**config.mk**
```make
export PLATFORM = sky130hd
export DESIGN_NAME = ivmu_top
export DESIGN_NICKNAME = d
export VERILOG_FILES = /design/src/ivmu_irq_pkg.sv /design/src/ivmu_regmap_pkg.sv /design/src/ivmu_irq_arbiter.sv /design/src/ivmu_regfile.sv /design/src/ivmu_top.sv
export SDC_FILE = /design/constraint.sdc
export NUM_CORES = 1
export LEC_CHECK = 0
export ABC_AREA = 0
export BUFFER_PORTS_ARGS = -buffer_cell sky130_fd_sc_hd__buf_2
export CORE_AREA = 8 8 341 260
export DETAILED_ROUTE_END_ITERATION = 12
export DIE_AREA = 0 0 349 268
export HOLD_SLACK_MARGIN = 0.03
export SLEW_MARGIN = 5
export SYNTH_ARGS = -nofsm -noshare
export SYNTH_HDL_FRONTEND = slang
export SYNTH_SLANG_ARGS = --single-unit
export TNS_END_PERCENT = 50
```
**constraint.sdc**
```tcl
create_clock -name clk -period 2.2 [get_ports clk]
set_input_delay 0.22 -clock clk [delete_from_list [all_inputs] [get_ports clk]]
set_output_delay 0.22 -clock clk [all_outputs]
set_load 0.005 [all_outputs]
```
**src/ivmu_irq_pkg.sv**
```systemverilog
// Interrupt side definitions
package ivmu_irq_pkg;

    // Number of level-sensitive interrupt sources
    localparam int NUM_IRQ = 16;

    // Width of one vector table entry
    localparam int VEC_W = 32;

    // Bits needed to number a source
    localparam int IRQ_IDX_W = $clog2(NUM_IRQ);

    // One bit per source, used for sources, mask and pending
    typedef logic [NUM_IRQ-1:0] irq_mask_t;

    // Source number, also the vector table index
    typedef logic [IRQ_IDX_W-1:0] irq_idx_t;

    // One vector table entry
    typedef logic [VEC_W-1:0] vector_t;

endpackage

```
**src/ivmu_regmap_pkg.sv**
```systemverilog
// Register map definitions
package ivmu_regmap_pkg;

    // Software port widths
    localparam int ADDR_W = 8;
    localparam int DATA_W = 32;

    // Register address and data words
    typedef logic [ADDR_W-1:0] reg_addr_t;
    typedef logic [DATA_W-1:0] reg_data_t;

    // Vector table sits at 0 to 15, directly indexed by source number

    // Mask register, set bit blocks the source
    localparam reg_addr_t MASK_ADDR = 8'd16;

    // Read-only status, masked pending sources
    localparam reg_addr_t STATUS_ADDR = 8'd17;

    // Count of mapped registers
    // Everything at or above this reads as zero and drops writes
    localparam int NUM_REGS = 18;

endpackage

```
**src/ivmu_irq_arbiter.sv**
```systemverilog
// IVMU interrupt arbiter
`timescale 1ns/1ps

module ivmu_irq_arbiter
    import ivmu_irq_pkg::*;
(
    input  logic      clk,
    input  logic      rst_n,
    // Raw level sources
    input  irq_mask_t irq_sources,
    // Table and mask from the register file
    input  vector_t   vectors [NUM_IRQ],
    input  irq_mask_t mask,
    // Masked sources, also stored as status
    output irq_mask_t pending,
    // Registered interrupt output
    output vector_t   irq_vector,
    output logic      irq_valid
);

    // Winning source and whether there is one
    irq_idx_t win_idx;
    logic     win_found;
    vector_t  win_vector;

    // Set mask bit blocks the source
    assign pending = irq_sources & ~mask;

    // Highest-numbered pending source wins
    // Ascending scan, later hits overwrite earlier ones
    always_comb begin
        win_idx   = '0;
        win_found = 1'b0;
        for (int i = 0; i < NUM_IRQ; i++) begin
            if (pending[i]) begin
                win_idx   = irq_idx_t'(i);
                win_found = 1'b1;
            end
        end
    end

    // Vector of the winner, zero when idle
    assign win_vector = win_found ? vectors[win_idx] : '0;

    // Outputs lag sources, mask and table by one edge
    always_ff @(posedge clk or negedge rst_n) begin
        if (!rst_n) begin
            irq_vector <= '0;
            irq_valid  <= 1'b0;
        end else begin
            irq_vector <= win_vector;
            irq_valid  <= |pending;
        end
    end

    // Idle output carries no stale vector
    a_idle_vector_zero : assert property (
        @(posedge clk) disable iff (!rst_n)
        !irq_valid |-> irq_vector == '0
    ) else $error("irq_vector nonzero while irq_valid low");

endmodule

```
**src/ivmu_regfile.sv**
```systemverilog
// IVMU register file
`timescale 1ns/1ps

module ivmu_regfile
    import ivmu_irq_pkg::*, ivmu_regmap_pkg::*;
(
    input  logic       clk,
    input  logic       rst_n,
    // Software port
    input  reg_addr_t  addr,
    input  reg_data_t  wdata,
    input  logic       wr_valid,
    input  logic       rd_valid,
    input  logic       rdata_ready,
    output reg_data_t  rdata,
    output logic       rdata_valid,
    // To the arbiter
    output vector_t    vectors [NUM_IRQ],
    output irq_mask_t  mask,
    // Masked sources from the arbiter
    input  irq_mask_t  pending
);

    // Register storage
    vector_t   vectors_q [NUM_IRQ];
    reg_data_t mask_q;
    irq_mask_t status_q;

    // Address decode
    logic      addr_mapped;
    logic      addr_is_vec;
    irq_idx_t  vec_idx;

    // Read path
    reg_data_t rd_mux;
    logic      req_valid;
    reg_data_t req_data;

    // Only addresses below NUM_REGS are decoded at all
    assign addr_mapped = (addr < reg_addr_t'(NUM_REGS));
    assign addr_is_vec = (addr < reg_addr_t'(NUM_IRQ));

    // Low address bits select the table entry
    assign vec_idx = irq_idx_t'(addr);

    // Table and mask go straight to the arbiter
    assign vectors = vectors_q;

    // Only the low bits of the mask word reach the sources
    assign mask = mask_q[NUM_IRQ-1:0];

    // Write port
    // Status and unmapped addresses drop the write
    always_ff @(posedge clk or negedge rst_n) begin
        if (!rst_n) begin
            for (int i = 0; i < NUM_IRQ; i++) begin
                vectors_q[i] <= '0;
            end
            mask_q <= '0;
        end else if (wr_valid && addr_mapped) begin
            if (addr_is_vec) begin
                vectors_q[vec_idx] <= wdata;
            end else if (addr == MASK_ADDR) begin
                // Full word kept so readback matches what was written
                mask_q <= wdata;
            end
        end
    end

    // Status follows pending on every edge
    always_ff @(posedge clk or negedge rst_n) begin
        if (!rst_n) begin
            status_q <= '0;
        end else begin
            status_q <= pending;
        end
    end

    // Read select, zero for anything unmapped
    always_comb begin
        rd_mux = '0;
        if (addr_mapped) begin
            if (addr_is_vec) begin
                rd_mux = vectors_q[vec_idx];
            end else if (addr == MASK_ADDR) begin
                rd_mux = mask_q;
            end else if (addr == STATUS_ADDR) begin
                // Status zero-extended to the data width
                rd_mux = reg_data_t'(status_q);
            end
        end
    end

    // Request stage
    // Registers are sampled at the accepting edge, so a same-cycle
    // write to the same address is not seen by this read
    always_ff @(posedge clk or negedge rst_n) begin
        if (!rst_n) begin
            req_valid <= 1'b0;
        end else begin
            req_valid <= rd_valid;
        end
    end

    always_ff @(posedge clk) begin
        if (rd_valid) begin
            req_data <= rd_mux;
        end
    end

    // Output stage
    // A new response always wins, even over one being consumed
    always_ff @(posedge clk or negedge rst_n) begin
        if (!rst_n) begin
            rdata       <= '0;
            rdata_valid <= 1'b0;
        end else if (req_valid) begin
            rdata       <= req_data;
            rdata_valid <= 1'b1;
        end else if (rdata_valid && rdata_ready) begin
            // Consumed, data left as is
            rdata_valid <= 1'b0;
        end
    end

    // Held response must not move unless replaced
    a_rdata_hold : assert property (
        @(posedge clk) disable iff (!rst_n)
        rdata_valid && !rdata_ready && !req_valid |=> rdata_valid && $stable(rdata)
    ) else $error("rdata changed while held under back-pressure");

    // Handshake flag never goes unknown out of reset
    a_rdata_valid_known : assert property (
        @(posedge clk) disable iff (!rst_n)
        !$isunknown(rdata_valid)
    ) else $error("rdata_valid is unknown");

endmodule

```
**src/ivmu_top.sv**
```systemverilog
// IVMU top level
`timescale 1ns/1ps

module ivmu_top
    import ivmu_irq_pkg::*, ivmu_regmap_pkg::*;
(
    input  logic              clk,
    input  logic              rst_n,
    // Register port, plain strobes
    input  logic [ADDR_W-1:0] addr,
    input  logic [DATA_W-1:0] wdata,
    input  logic              wr_valid,
    input  logic              rd_valid,
    input  logic              rdata_ready,
    // Read response
    output logic [DATA_W-1:0] rdata,
    output logic              rdata_valid,
    // Interrupt side
    input  logic [NUM_IRQ-1:0] irq_sources,
    output logic [VEC_W-1:0]  irq_vector,
    output logic              irq_valid
);

    // Table and mask into the arbiter
    vector_t   vectors [NUM_IRQ];
    irq_mask_t mask;

    // Masked sources back to status
    irq_mask_t pending;

    // Registers and read path
    ivmu_regfile ivmu_regfile_inst (
        .clk         (clk),
        .rst_n       (rst_n),
        .addr        (addr),
        .wdata       (wdata),
        .wr_valid    (wr_valid),
        .rd_valid    (rd_valid),
        .rdata_ready (rdata_ready),
        .rdata       (rdata),
        .rdata_valid (rdata_valid),
        .vectors     (vectors),
        .mask        (mask),
        .pending     (pending)
    );

    // Masking and priority select
    ivmu_irq_arbiter ivmu_irq_arbiter_inst (
        .clk         (clk),
        .rst_n       (rst_n),
        .irq_sources (irq_sources),
        .vectors     (vectors),
        .mask        (mask),
        .pending     (pending),
        .irq_vector  (irq_vector),
        .irq_valid   (irq_valid)
    );

endmodule

```
==> run_results.csv <==
group,metric,value,unit
status,outcome,"finished with violations",
status,failed_checks,"setup timing",
power_and_ir_drop,maximum_vdd_drop,0.000519,V
setup_path,timing.rr.start,"ivmu_regfile_inst.mask_q[11]",
setup_path,cpMaxStageDelayCell,"or4_1",
setup_path,worst-endpoint-required,2690,ps
setup_path,reg2reg_slack,-280,ps
die,starting_density_of_the_core,0.396,
global_route,largest_net_degree_at_the_start_of_global_routing,86,
worst_hold_path,hold-path-endpoint,"ivmu_regfile_inst.vectors[82]",
clock_tree,cts_root_buffer,"clkbuf_16",
clock_tree,clk_transition_reported_paths,60,ps
synthesis,ys_seq_elements,659,
placement,finalWeightedCongestion,0.892,
die,die_outline_width,349,microns
sta,finalWorstSetupSlack,-279,ps
cells_and_area,area_used_by_multi_input_combinational_logic,0.0153,sq mm
worst_hold_path,min_path_type,"input pin to flop",
global_route,grt_overflow,0,
die,row_count,92,
drt,vias,23500,
synthesis,ys_top_cells_by_area,"dfrtp_1, mux2_2, mux4_2",
setup_path,timing.critical_path.to_type,"flop",
die,die_area,0.0935,sq mm
synthesis,avgSynthCellArea,13.1,sq um
drt,drt_pass1_iterations,5,
clock_tree,tritoncts,"done",
clock_tree,clockBufferDepth,3,
worst_hold_path,min_from,"wdata[18]",
cells_and_area,fin_util,0.479,
sta,finalSetupViolations,32,
clock_tree,cts-buffers-inserted,72,
synthesis,syn-num-nets,2581,
cells_and_area,mostFrequentLayoutCells,"dfrtp_1, mux2_2, o211ai_1",
power_and_ir_drop,powerDensity,729,mW/mm^2
placement,post-place-cells,3750,
drt,totalWireLength,109,mm
sta,worst_margin_pin_slew,750,ps
setup_path,maximum_fanout_along_the_worst_path,3,
setup_path,rr_endpoint,"ivmu_irq_arbiter_inst.irq_vector[30]",
global_route,initial_antenna_violation_count,12,
cells_and_area,nets,2800,
synthesis,netlist.area_leader.share,0.476,
setup_path,crit_path_start_kind,"flop",
sta,slew_violations,0,
sta,fmax,403,MHz
sta,skew,22.1,ps
sta,period_needed,2480,ps
drt,post_drt_wl_per_cell,27.7,microns
cells_and_area,drive_above_1_share,0.425,
die,area_inside_the_core_boundary,0.0832,sq mm
power_and_ir_drop,finalPower,29000,uW
synthesis,number_of_distinct_standard_cells_referenced_by_the_synthesized_netlist,47,
cells_and_area,signed_area_change_from_the_synthesized_netlist_to_the_final_layout,20.8,%
placement,hpwl_after_detailed_placement,71.1,mm
synthesis,synth_cells,2520,
setup_path,r2r.worst_path.cells,9,
placement,io_buffer_count,126,
clock_tree,tritoncts_num_sinks,659,
setup_path,path_class,"flop to flop",
sta,period_share,1.13,
synthesis,synth-seq-area-share,0.505,
global_route,first_global_vias,24400,
drt,vias_per_cell,5.98,
power_and_ir_drop,static-leakage-power,0.0182,uW
sta,final.setup.tns,-6520,ps
cells_and_area,layout.area.seq,0.0167,sq mm
die,io-pin-count,127,
synthesis,syn-cell-area,0.0330,sq mm
global_route,wire_length_of_the_first_global_routing_pass,163,mm
drt,ant_nets,0,
clock_tree,worst_skew_pair_latency,610,ps
cells_and_area,layout.cells.most_common,"dfrtp_1",
global_route,grt_use_total,0.230,
drt,drtIter0Drc,2429,
flow_run,cap_viol_max_count,0,
setup_path,critical_path.max_stage_delay,480,ps
worst_hold_path,worstHoldPathCells,3,
synthesis,fraction_of_registers_with_async_set_reset,0.951,
setup_path,timing.critical_path.cells,"nand2b_4 -> inv_2 -> or4_1 -> o211ai_1 -> buf_4 -> nand3_4 -> mux4_2 -> nor2b_1 -> o32a_1",
placement,dpl_worst_slack,-396,ps
cells_and_area,fillers,7270,
setup_path,crit_arrival,2970,ps
die,dieHeight,268,microns
synthesis,postSynth.topFlopCell,"dfrtp_1",
synthesis,synth_warnings,0,
synthesis,biggest_area_consumer_among_synthesized_cells,"dfrtp_1",
cells_and_area,number_of_standard_cells_in_the_final_layout_excluding_fillers,3925,
sta,rsz0062_at_grt,"true",
sta,maxSlewHeadroom,0.500,
drt,drc_errors,0,
synthesis,synth_enable_flop_cells,32,
sta,timing_hold_violations_final,0,
clock_tree,clock_tree.htree_level_count,3,
-- sequential cells by signal, indices dropped and copies added (netlist names) --
register,count
ivmu_regfile_inst.req_valid,1
ivmu_regfile_inst.rdata_valid,1
ivmu_regfile_inst.rdata,32
ivmu_irq_arbiter_inst.irq_vector,32
ivmu_regfile_inst.vectors,512
ivmu_regfile_inst.req_data,32
ivmu_regfile_inst.status_q,16
ivmu_regfile_inst.mask_q,32
ivmu_irq_arbiter_inst.irq_valid,1
-- power by group --
part	internal, uW	switching (uW)
sequential	12900	447
combinational	1540	1790
clock	7330	5080
-- critical path: cells and delay by family (launching register included) --
kind | cells | cell delay [ps]
AOI/OAI and AO/OA | 2 | 620
buffers and inverters | 2 | 240
DFF | 1 | 340
muxes | 1 | 310
and+or+nand+nor | 4 | 850
-- cells by family after synthesis --
family          Yosys count  share of synthesized area
mux                     788                      0.320
flops                   659                      0.505
compound gates          427                     0.0909
buf+inv                 341                     0.0409
simple gates            305                     0.0432
-- Yosys cell counts (10+ instances only) --
cell type,n
dfrtp_1,627
mux2_2,505
o211ai_1,189
mux4_2,161
clkbuf_1,145
nand2_1,113
mux2i_1,112
inv_1,103
o21ai_0,79
nor2_1,76
a21oi_1,65
buf_1,48
buf_2,39
nor3_1,34
edfxtp_1,32
nand4_1,32
a221o_1,31
o22a_1,31
a22o_1,16
nand2b_1,15
nor2b_1,11
mux2_1,10
-- metrics by stage --
step / hold slack, ps / cell area [sq um]
6_report: 60.8 / 39800
5_1_grt: 69.8 / 39800
4_1_cts: 33.7 / 39800
3_5_place_dp: 169 / 36800
3_3_place_gp: 166 / 36800
2_1_floorplan: -75.6 / 33000
-- layout make-up --
type / instances / area share
Multi-Input combinational cell: 1520 / 0.384
Inverter: 104 / 0.00980
Sequential cell: 659 / 0.418
Antenna cell: 4 / 0.000251
Timing Repair Buffer: 382 / 0.0924
Clock buffer: 107 / 0.0547
Clock inverter: 21 / 0.00572
Tap cell: 1128 / 0.0354
-- metal layers --
metal  GRT usage  routed length, microns  vias up
met5           0                      54        -
met4      0.0681                    3150        8
met3      0.0661                   11200      227
met2       0.335                   46800     1092
met1       0.332                   47500    12300
li1            -                       -     9900
-- how the worst max path moves through the flow --
| stage | endpoint | cells after the start | startpoint |
|---|---|---|---|
| after floorplan | ivmu_irq_arbiter_inst.irq_vector[1] | 11 | ivmu_regfile_inst.mask_q[5] |
| after global placement | ivmu_irq_arbiter_inst.irq_vector[22] | 10 | irq_sources[4] |
| after detailed placement | ivmu_irq_arbiter_inst.irq_vector[7] | 8 | ivmu_regfile_inst.mask_q[1] |
| after CTS | ivmu_irq_arbiter_inst.irq_vector[7] | 9 | ivmu_regfile_inst.mask_q[10] |
| after global routing | ivmu_irq_arbiter_inst.irq_vector[30] | 9 | ivmu_regfile_inst.mask_q[2] |
| final | ivmu_irq_arbiter_inst.irq_vector[30] | 9 | ivmu_regfile_inst.mask_q[11] |
-- what timing repair did --
item                                    CTS  global route
pin swaps                                20            29
hold endpoints to repair                505             0
resized for setup                        28            15
setup buffers                             3             0
hold buffers                             38             0
endpoints found under the setup margin   32            32
cloned                                    2             0
Note: power is estimated with default switching activity, not from simulation.
